[src/common/busCtl_defs.svh]
`ifndef BUSCTL_DEFS_SVH
`define BUSCTL_DEFS_SVH

// Decoded slice of the 68000 address bus.
// A7..A1 never matter for chip selects, so only A23..A8 come in.
`define ADDR_HI 23 // top address line
`define ADDR_LO 8 // lowest decoded line

// asN synchronizer depth.
// The cycle phase register in busCycleSync counts as the last stage.
`define AS_SYNC_STAGES 2

`endif

[src/common/cpuBusPkg.sv]
`include "busCtl_defs.svh"

package cpuBusPkg;

	// upper CPU address, A23..A8
	typedef logic [`ADDR_HI:`ADDR_LO] cpuAddrT;

	// where busCycleSync is within a CPU bus cycle
	typedef enum logic [1:0] {
		idle = 2'd0, // no strobe seen
		active = 2'd1, // strobe low, address latched
		ending = 2'd2 // one clock after the strobe is released
	} cyclePhaseE;

endpackage

[src/common/selectPkg.sv]
package selectPkg;

	// Device selects for one bus cycle, one bit per device.
	// io sits in the MSB and soundWrite in the LSB.
	typedef struct packed {
		logic io; // I/O block: SCSI, SCC, IWM, VIA
		logic ioWrite; // posted write into video RAM
		logic iack; // interrupt acknowledge space
		logic rom; // ROM, incl. overlay at 0
		logic romHigh; // ROM at 0x4xxxxx
		logic ram; // main RAM
		logic ramLow; // lower 4 MB window
		logic soundWrite; // write into sound buffer
	} selectT;

endpackage

[src/common/cpuBusIf.sv]
`timescale 1ns/1ps

// one latched CPU bus cycle
interface cpuBusIf;

	cpuBusPkg::cpuAddrT addr; // stable while active
	logic write; // high for a write cycle
	logic active; // level, whole cycle
	logic cycleStart; // one clock at the start
	logic cycleEnd; // one clock after active falls

	modport src (
		output addr,
		output write,
		output active,
		output cycleStart,
		output cycleEnd
	);

	modport sink (
		input addr,
		input write,
		input active,
		input cycleStart,
		input cycleEnd
	);

endinterface

[src/decode/addrDecoder.sv]
`timescale 1ns/1ps

module addrDecoder (
	input logic CLK,
	input logic arstN,
	input logic cpuResetN,
	cpuBusIf.sink bus,
	output selectPkg::selectT sel
);
	import selectPkg::*;

	logic overlay; // ROM also at 0, RAM hidden
	logic romHighSeen; // this cycle hit 0x4xxxxx
	logic [3:0] topNib; // A23..A20
	logic [3:0] page; // A15..A12
	logic [3:0] subPage; // A11..A8
	logic vidSpaceWr; // write somewhere in 3Fxxxx
	logic vidPage; // page lies in the video write window
	logic sndPage; // page lies in the sound buffer
	selectT dec;

	assign topNib = bus.addr[23:20];
	assign page = bus.addr[15:12];
	assign subPage = bus.addr[11:8];
	assign vidSpaceWr = bus.write && (bus.addr[23:16] == 8'h3F);

	// Video write window inside 3Fxxxx.
	// The holes in pages 2, 7 and A are plain RAM and are not posted.
	always_comb begin
		case (page)
			4'h2: vidPage = (subPage >= 4'h7);
			4'h3,
			4'h4,
			4'h5,
			4'h6: vidPage = 1'b1;
			4'h7: vidPage = (subPage <= 4'hC);
			4'hA: vidPage = (subPage >= 4'h1 && subPage <= 4'h3) || (subPage >= 4'h7);
			4'hB,
			4'hC,
			4'hD,
			4'hE,
			4'hF: vidPage = 1'b1;
			default: vidPage = 1'b0;
		endcase
	end

	// sound buffer sits at FD..FF and A1..A3
	assign sndPage = ((page == 4'hF) && (subPage >= 4'hD)) ||
		((page == 4'hA) && (subPage >= 4'h1) && (subPage <= 4'h3));

	always_comb begin
		dec.romHigh = (topNib == 4'h4);
		dec.rom = dec.romHigh || ((topNib == 4'h0) && overlay);
		dec.ramLow = (bus.addr[23:22] == 2'b00);
		dec.ram = dec.ramLow && !overlay;
		dec.iack = (bus.addr[23:16] == 8'hFF);
		dec.ioWrite = vidSpaceWr && vidPage;
		dec.soundWrite = vidSpaceWr && sndPage;
		dec.io = (topNib >= 4'h5) || // SCSI up to IACK
			(dec.romHigh && overlay) || // ROM once, through the slow path
			dec.ioWrite;
	end

	assign sel = dec;

	// The overlay leaves after the first finished 0x4xxxxx cycle.
	// A CPU reset between cycles brings it back.
	always_ff @(posedge CLK or negedge arstN) begin
		if (!arstN) begin
			overlay <= 1'b1;
			romHighSeen <= 1'b0;
		end else begin
			if (bus.cycleStart) begin
				romHighSeen <= dec.romHigh;
			end else if (bus.cycleEnd) begin
				romHighSeen <= 1'b0;
			end
			if (!bus.active && !cpuResetN) begin
				overlay <= 1'b1;
			end else if (bus.cycleEnd && romHighSeen) begin
				overlay <= 1'b0;
			end
		end
	end

	soundInVideo: assert property (@(posedge CLK) disable iff (!arstN)
		bus.active && dec.soundWrite |-> dec.ioWrite);

endmodule

[src/hw/busCycleSync.sv]
`timescale 1ns/1ps
`include "busCtl_defs.svh"

module busCycleSync (
	input logic CLK,
	input logic arstN,
	input cpuBusPkg::cpuAddrT addr,
	input logic asN,
	input logic weN,
	cpuBusIf.src bus
);
	import cpuBusPkg::*;

	logic [`AS_SYNC_STAGES-2:0] asSyncN; // leading stages, phase is the last
	logic asLowNext; // strobe as it enters the phase register
	cyclePhaseE phase;

	always_ff @(posedge CLK or negedge arstN) begin
		if (!arstN) begin
			asSyncN <= '1;
		end else begin
			asSyncN[0] <= asN;
			for (int i = 1; i < `AS_SYNC_STAGES - 1; i++) begin
				asSyncN[i] <= asSyncN[i-1];
			end
		end
	end

	assign asLowNext = !asSyncN[`AS_SYNC_STAGES-2];

	always_ff @(posedge CLK or negedge arstN) begin
		if (!arstN) begin
			phase <= idle;
			bus.cycleStart <= 1'b0;
		end else begin
			bus.cycleStart <= 1'b0;
			case (phase)
				idle: if (asLowNext) begin
					phase <= active;
					bus.cycleStart <= 1'b1;
				end
				active: if (!asLowNext) phase <= ending;
				ending: phase <= idle; // gap of one clock before the next cycle
				default: phase <= idle;
			endcase
		end
	end

	// address and direction are frozen for the whole cycle
	always_ff @(posedge CLK) begin
		if (phase == idle && asLowNext) begin
			bus.addr <= addr;
			bus.write <= !weN;
		end
	end

	assign bus.active = (phase == active);
	assign bus.cycleEnd = (phase == ending);

	startEndExclusive: assert property (@(posedge CLK) disable iff (!arstN)
		!(bus.cycleStart && bus.cycleEnd));

endmodule

[src/hw/macBusCtl.sv]
`timescale 1ns/1ps
`include "busCtl_defs.svh"

module macBusCtl (
	input logic CLK,
	input logic arstN,
	input logic cpuResetN, // CPU reset line, restores the overlay
	input logic asN,
	input logic weN,
	input logic [`ADDR_HI:`ADDR_LO] addr,
	output logic ioSel,
	output logic ioWriteSel,
	output logic iackSel,
	output logic romSel,
	output logic romHighSel,
	output logic ramSel,
	output logic ramLowSel,
	output logic soundWriteSel
);
	import selectPkg::*;

	selectT decSel; // combinational decode
	selectT selOut; // registered selects

	cpuBusIf bus ();

	busCycleSync u_busCycleSync (
		.CLK (CLK),
		.arstN (arstN),
		.addr (addr),
		.asN (asN),
		.weN (weN),
		.bus (bus.src)
	);

	addrDecoder u_addrDecoder (
		.CLK (CLK),
		.arstN (arstN),
		.cpuResetN (cpuResetN),
		.bus (bus.sink),
		.sel (decSel)
	);

	selectDriver u_selectDriver (
		.CLK (CLK),
		.arstN (arstN),
		.bus (bus.sink),
		.sel (decSel),
		.selOut (selOut)
	);

	assign ioSel = selOut.io;
	assign ioWriteSel = selOut.ioWrite;
	assign iackSel = selOut.iack;
	assign romSel = selOut.rom;
	assign romHighSel = selOut.romHigh;
	assign ramSel = selOut.ram;
	assign ramLowSel = selOut.ramLow;
	assign soundWriteSel = selOut.soundWrite;

endmodule

[src/hw/selectDriver.sv]
`timescale 1ns/1ps

module selectDriver (
	input logic CLK,
	input logic arstN,
	cpuBusIf.sink bus,
	input selectPkg::selectT sel,
	output selectPkg::selectT selOut
);

	// Decode ripples while the latched address and overlay settle.
	// Registering here keeps those glitches off the device pins.
	always_ff @(posedge CLK or negedge arstN) begin
		if (!arstN) begin
			selOut <= '0;
		end else if (bus.active) begin
			selOut <= sel;
		end else begin
			selOut <= '0; // idle between cycles
		end
	end

	romRamExclusive: assert property (@(posedge CLK) disable iff (!arstN)
		!(selOut.rom && selOut.ram));

endmodule

[config.mk]
export PLATFORM = sky130hd
export DESIGN_NAME = macBusCtl
export DESIGN_NICKNAME = d
export VERILOG_FILES = /design/src/common/cpuBusPkg.sv /design/src/common/selectPkg.sv /design/src/common/cpuBusIf.sv /design/src/decode/addrDecoder.sv /design/src/hw/busCycleSync.sv /design/src/hw/macBusCtl.sv /design/src/hw/selectDriver.sv
export VERILOG_INCLUDE_DIRS = /design/src /design/src/common
export SDC_FILE = /design/constraint.sdc
export NUM_CORES = 1
export LEC_CHECK = 0
export BUFFER_PORTS_ARGS = -buffer_cell sky130_fd_sc_hd__buf_2
export CORE_UTILIZATION = 50
export CTS_BUF_LIST = sky130_fd_sc_hd__clkbuf_16
export DETAILED_ROUTE_END_ITERATION = 6
export GPL_TIMING_DRIVEN = 0
export PLACE_DENSITY = 0.74
export SETUP_SLACK_MARGIN = 0.5
export SLEW_MARGIN = 40
export SYNTH_ARGS = -nofsm -noshare
export SYNTH_HDL_FRONTEND = slang
export SYNTH_HIERARCHICAL = 1
export SYNTH_SLANG_ARGS = --single-unit
[constraint.sdc]
create_clock -name CLK -period 2.7 [get_ports CLK]
set_input_delay 0.81 -clock CLK [delete_from_list [all_inputs] [get_ports CLK]]
set_output_delay 0.81 -clock CLK [all_outputs]
set_load 0.02 [all_outputs]
==> impl_metrics.py, run 1 <==
metrics = {
    "critical_path": {
        "worstPathArrival_ps": 2000,
        "crit_path_start": "u_busCycleSync/bus.addr[14]$_DFFE_PP_",
        "crit_path_max_fanout": 6,
        "startpoint_type": "flip-flop",
        "cp_data_required_time_ps": 2900,
        "end_kind": "flip-flop",
        "worstSetupPathType": "reg -> reg",
        "r2r_start": "u_busCycleSync/bus.addr[14]$_DFFE_PP_",
    },
    "sta": {
        "fmax_ghz": 0.558,
        "max_slew.worst_pin.slew_ps": 494,
        "hold_violations": 0,
        "post-route-min-period_ps": 1790,
        "hold_slack_ps": 421,
        "grt_setup_unrepaired": "no",
        "setup_total_negative_slack_ps": 0,
        "setup_viol": 0,
        "drv_slew": 0,
        "slew_headroom_pct": 66.7,
        "fin_crit_sh_pct": 66.3,
        "skew_ps": 5.34,
    },
    "die": {
        "core_um2": 2210,
        "die_x_um": 50.2,
        "die_h_um": 50.2,
        "rows": 17,
        "io_pins": 29,
        "start_util_pct": 52.6,
        "die-area_um2": 2520,
    },
    "clock_network": {
        "cts_tree": "built",
        "post_cts_buffers": 0,
        "clkLatencyLatePin_ps": 270,
        "cts_resized": 0,
        "htreeDepth": 2,
        "postCtsHoldBufs": 0,
        "clkTransAtPathRegs_ps": 50,
        "numCtsBuffers": 5,
        "clock_sinks": 31,
        "cts_root_buffer": "clkbuf_16",
        "cts.path.max_buffers": 2,
    },
    "power": {
        "swShare_pct": 19.4,
        "intPower_mw": 0.881,
        "clockPowerShare_pct": 45.4,
        "p_sw_mw": 0.211,
        "p_comb_share_pct": 4.9,
        "power_leakage_nw": 0.665,
        "peakVddDrop_mv": 0.530,
        "power_density_nw_per_um2": 730,
        "seqPwrFrac_pct": 49.7,
    },
    "logic_synthesis": {
        "yosysWarningCount": 6,
        "synth_area_leaders": "edfxtp_1 (44%), dfrtp_1 (26%), dfstp_2 (4.5%)",
        "syn-cell-area_um2": 1160,
        "synth-seq-area-share_pct": 74.2,
        "syn_inst": 74,
        "synth_top_area_cell": "edfxtp_1",
        "syn_area_per_cell_um2": 15.7,
        "synth.distinct_cells": 25,
        "synth_top_cell_area_share_pct": 43.9,
        "ys_seq_elements": 31,
        "synth_nets": 95,
    },
    "hold_path": {
        "hp-class": "in -> async",
    },
    "detailed_routing": {
        "viasPerCell": 5.06,
        "drc": 0,
        "drt_first_iter_violations": 27,
        "vias": 709,
        "wl_per_cell_um": 12.8,
        "wl_mm": 1.79,
        "ant_nets": 0,
        "drt_first_pass_iters": 4,
    },
    "placement": {
        "port_buffers": 28,
        "gp_congestion": 0.765,
        "dp_hpwl_mm": 1.30,
    },
    "job": {
        "drv_cap": 0,
    },
    "global_routing": {
        "grt_usage_pct": 16.8,
        "grt_pass1_wl_mm": 2.89,
        "grt_start_max_net_pins": 15,
        "grt_overflow": 0,
        "antenna_found_initial": 0,
        "first_global_vias": 694,
    },
    "final_layout": {
        "final_common_cell": "buf_2",
        "drive_gt1_share_pct": 37.5,
        "layout_common_cells": "buf_2 (29), edfxtp_1 (17), dfrtp_1 (12), and2_1 (8), inv_1 (6)",
        "nNetsFinal": 132,
        "antennaDiodeCount": 0,
        "area_growth_pct": 28.6,
    },
    "outcome": {
        "status": "completed",
    },
}
## kinds of logic after synthesis
logic type             count (synthesis)  share of synthesized area (%)
buffers and inverters                  3                          0.968
DFF                                   31                           74.2
and+or+nand+nor                       31                           17.0
AOI/OAI and AO/OA                      9                           7.85
## state kept, by name, summed over array words and instances (netlist names)
name,cells
u_addrDecoder/overlay,1
u_addrDecoder/romHighSeen,1
u_busCycleSync/asSyncN,1
u_busCycleSync/bus.addr,16
u_busCycleSync/bus.cycleStart,1
u_busCycleSync/bus.write,1
u_busCycleSync/phase,2
u_selectDriver/selOut,8
## synthesized netlist by cell type
cell type / count
a2111oi_4: 1
a221oi_1: 1
a22o_1: 1
a311o_1: 1
and2_1: 8
and2_2: 1
and3b_1: 1
dfrtp_1: 12
dfstp_2: 2
edfxtp_1: 17
inv_1: 3
nand2_1: 3
nand2_8: 1
nand4_1: 2
nor2_1: 3
nor2b_1: 2
nor3_1: 6
nor4_1: 1
o211a_1: 1
o21a_1: 1
o21ai_0: 2
o32ai_1: 1
or3_4: 1
or3b_1: 1
or4_1: 1
## cell type report
cell class	count	area, um^2
Inverter	3	11.3
Multi-Input combinational cell	40	294
Tap cell	28	35.0
Timing Repair Buffer	30	156
Fill cell	175	716
Clock inverter	3	11.3
Clock buffer	5	125
Sequential cell	31	863
## critical path, cell delays in order (launching register included)
cell and delay, ps:
edfxtp_1 470, or3b_1 410, or3_4 370, a2111oi_4 320
and2_1 160
## stage by stage
step                      utilization, %  setup slack, ps  instances  instance area (um^2)  power [mW]
after detailed placement            61.5              940        132                  1360       0.604
after CTS                           67.6              910        140                  1500        1.10
final                               67.6              909        140                  1500        1.09
after floorplan                        -              600         74                  1160       0.572
after global routing                67.6              846        140                  1500        1.13
after global placement              60.5              234        130                  1340       0.597
## power by group through the flow
stage	logic, mW	registers [mW]	clock network (mW)
finish	0.0536	0.543	0.496
detailed placement	0.0542	0.550	0
CTS	0.0546	0.542	0.504
global route	0.0591	0.545	0.528
global placement	0.0473	0.549	0
floorplan	0.0220	0.550	0
## metal layers
layer | part of all wire, % | vias up | global-route usage [%] | wire [um]
met5 | 0 | - | 0 | 0
met4 | 0.78 | 0 | 13.3 | 14
li1 | - | 346 | - | -
met1 | 39 | 328 | 17.7 | 703
met2 | 53 | 33 | 26.2 | 943
met3 | 7.0 | 2 | 6.97 | 125
## final timing paths
path,slack [ps],cells after the start,endpoint
worst max-delay path,910,4,u_selectDriver/selOut[0]$_DFF_PN0_
worst min-delay path,420,1,u_selectDriver/selOut[6]$_DFF_PN0_
worst max register to register,910,4,u_selectDriver/selOut[0]$_DFF_PN0_
worst min register to register,500,1,u_busCycleSync/bus.cycleStart$_DFF_PN0_
max in group asynchronous,2000,1,u_addrDecoder/overlay$_DFFE_PN1P_
min in group CLK,500,1,u_busCycleSync/bus.cycleStart$_DFF_PN0_
Power figures use the tool's default switching activity.
==> inputs of run 2 (changes only) <==
Settings changed: CORE_UTILIZATION 50 to 46, PLACE_DENSITY 0.74 to 0.71.
Clock period 2.7 ns to 1.56 ns, I/O delays scaled along.
==> run 2 against run 1 <==
Clock-buffer cell count did not move. Sequential share of layout area fell by 9.4 points. Worst hold slack got worse by 340 ps. Largest cell class unchanged. Worst setup slack got worse by 900 ps. Register-to-register slack got worse by 900 ps.
==> impl_metrics.py, run 2 (synthesis results as in run 1) <==
metrics = {
    "outcome": {
        "status": "completed",
    },
    "global_routing": {
        "first_global_vias": 729,
        "grt_overflow": 0,
        "antenna_found_initial": 0,
        "grt_use_met1_pct": 19.6,
        "grt_usage_pct": 18.2,
        "grt_start_max_net_pins": 18,
        "globalRouteMet2Util_pct": 27.6,
        "grt_pass1_wl_mm": 3.24,
        "met3_usage_pct": 8.70,
        "busiest_layer": "met2",
    },
    "detailed_routing": {
        "wl_per_cell_um": 15.0,
        "vias": 793,
        "drt_first_pass_iters": 4,
        "ant_nets": 0,
        "drt_first_iter_violations": 7,
        "drc": 0,
        "wl_mm": 2.30,
        "viasPerCell": 5.18,
    },
    "die": {
        "rows": 17,
        "die_x_um": 52.3,
        "die_h_um": 52.3,
        "core_um2": 2300,
        "die-area_um2": 2730,
        "start_util_pct": 50.7,
        "io_pins": 29,
    },
    "critical_path": {
        "worstSetupPathType": "reg -> reg",
        "startpoint_type": "flip-flop",
        "worstPathArrival_ps": 1710,
        "worstReg2RegEnd": "u_selectDriver/selOut[7]$_DFF_PN0_",
        "cp_data_required_time_ps": 1710,
        "r2r_start": "u_busCycleSync/bus.addr[15]$_DFFE_PP_",
        "end_kind": "flip-flop",
        "endpoint": "u_selectDriver/selOut[7]$_DFF_PN0_",
        "crit_path_max_fanout": 5,
        "crit_path_start": "u_busCycleSync/bus.addr[15]$_DFFE_PP_",
        "reg2reg_depth": 6,
        "reg2reg_setup_slack_ps": 5,
    },
    "power": {
        "power_leakage_nw": 0.772,
        "clockPowerShare_pct": 44.2,
        "p_sw_mw": 0.416,
        "swShare_pct": 20.7,
        "power_density_nw_per_um2": 1120,
        "intPower_mw": 1.59,
        "seqPwrFrac_pct": 46.9,
        "peakVddDrop_mv": 1.07,
        "p_comb_share_pct": 8.8,
    },
    "sta": {
        "max_slew.worst_pin.slew_ps": 413,
        "post-route-min-period_ps": 1560,
        "fmax_ghz": 0.643,
        "drv_slew": 0,
        "hold_violations": 0,
        "setup_viol": 0,
        "grt_setup_unrepaired": "yes",
        "fin_crit_sh_pct": 99.7,
        "worst_slack_ps": 4.81,
        "skew_ps": 3.35,
        "hold_slack_ps": 85.6,
        "slew_headroom_pct": 72.2,
    },
    "clock_network": {
        "postCtsHoldBufs": 0,
        "cts.path.max_buffers": 2,
        "clkLatencyLatePin_ps": 270,
        "htreeDepth": 2,
        "clock_sinks": 31,
        "cts_tree": "built",
        "numCtsBuffers": 5,
        "clkTransAtPathRegs_ps": 50,
        "cts_root_buffer": "clkbuf_16",
    },
    "hold_path": {
        "hp-class": "in -> async",
    },
    "final_layout": {
        "final_common_cell": "buf_2",
        "reg.largest.list": "u_busCycleSync/bus.addr (16), u_selectDriver/selOut (8), u_busCycleSync/phase (2)",
        "drive_gt1_share_pct": 54.4,
        "antennaDiodeCount": 0,
        "layout_common_cells": "buf_2 (20), edfxtp_1 (17), buf_6 (11), dfrtp_1 (11)",
        "nNetsFinal": 145,
        "area_growth_pct": 53.8,
        "regMostFlops": "u_busCycleSync/bus.addr",
        "largest_reg_flops": 16,
    },
    "placement": {
        "gp_congestion": 0.769,
        "dp_hpwl_mm": 1.19,
        "port_buffers": 28,
        "pre_cts_ws_ps": -187,
    },
    "job": {
        "drv_cap": 0,
    },
}
==> run 2: cell types whose count changed in the layout (fill, tap and decap cells not counted), sizes merged <==
cell    change
buf        +11
clkinv      +3
clkbuf      +2
inv         -3
==> run 2: area by class of cell <==
type / instances / area [um^2]
inverter: 3 / 11.3
sequential: 31 / 865
tap: 28 / 35.0
clock buffer: 5 / 125
clock inverter: 3 / 15.0
timing repair buffer: 43 / 369
fill: 118 / 508
multi-input combinational: 40 / 369
==> run 2: worst min-delay path by stage <==
stage | start | end
after floorplan | arstN | u_addrDecoder/romHighSeen$_DFFE_PN0P_
after global placement | arstN | u_selectDriver/selOut[7]$_DFF_PN0_
after detailed placement | arstN | u_selectDriver/selOut[0]$_DFF_PN0_
after CTS | arstN | u_selectDriver/selOut[5]$_DFF_PN0_
after global routing | arstN | u_selectDriver/selOut[5]$_DFF_PN0_
final | arstN | u_selectDriver/selOut[5]$_DFF_PN0_
==> run 2: routing by layer <==
layer / wire, um / vias to the layer above
met3: 89 / 10
met2: 1190 / 27
met1: 930 / 378
met4: 90 / 0
li1: - / 378
met5: 0 / -
==> run 2: stage by stage <==
stage	total power, mW	area [um^2]	utilization [%]	instances	TNS [ps]
detailed placement	1.04	1350	58.8	130	-377
global placement	1.03	1340	58.5	130	-4120
finish	2.01	1790	77.9	153	0
floorplan	0.991	1170	-	74	-339
global route	2.08	1790	77.9	153	-105
CTS	1.97	1650	71.7	145	0
==> run 2: power by group through the flow <==
stage                     clock, mW  sequential, mW  combinational [mW]
after floorplan                   0           0.952              0.0389
after global placement            0           0.951              0.0836
after detailed placement          0           0.955              0.0883
after CTS                     0.904           0.940               0.125
after global routing          0.942           0.945               0.190
final                         0.888           0.942               0.177
==> run 2: what timing repair did <==
| action | in CTS | in global routing |
|---|---|---|
| pin swaps | 6 | 7 |
| setup endpoints to repair | 36 | 35 |
| hold endpoints to repair | 0 | 0 |
| gates resized for setup | 25 | 12 |
| cloned | 0 | 2 |
| setup buffers | 7 | 6 |
==> run 2: worst max-delay path, cell delays in order (launching register included) <==
cell and delay [ps]:
edfxtp_1 390, buf_4 150, buf_6 110, buf_8 130
nor4_1 370, o32ai_2 140, and2_1 160
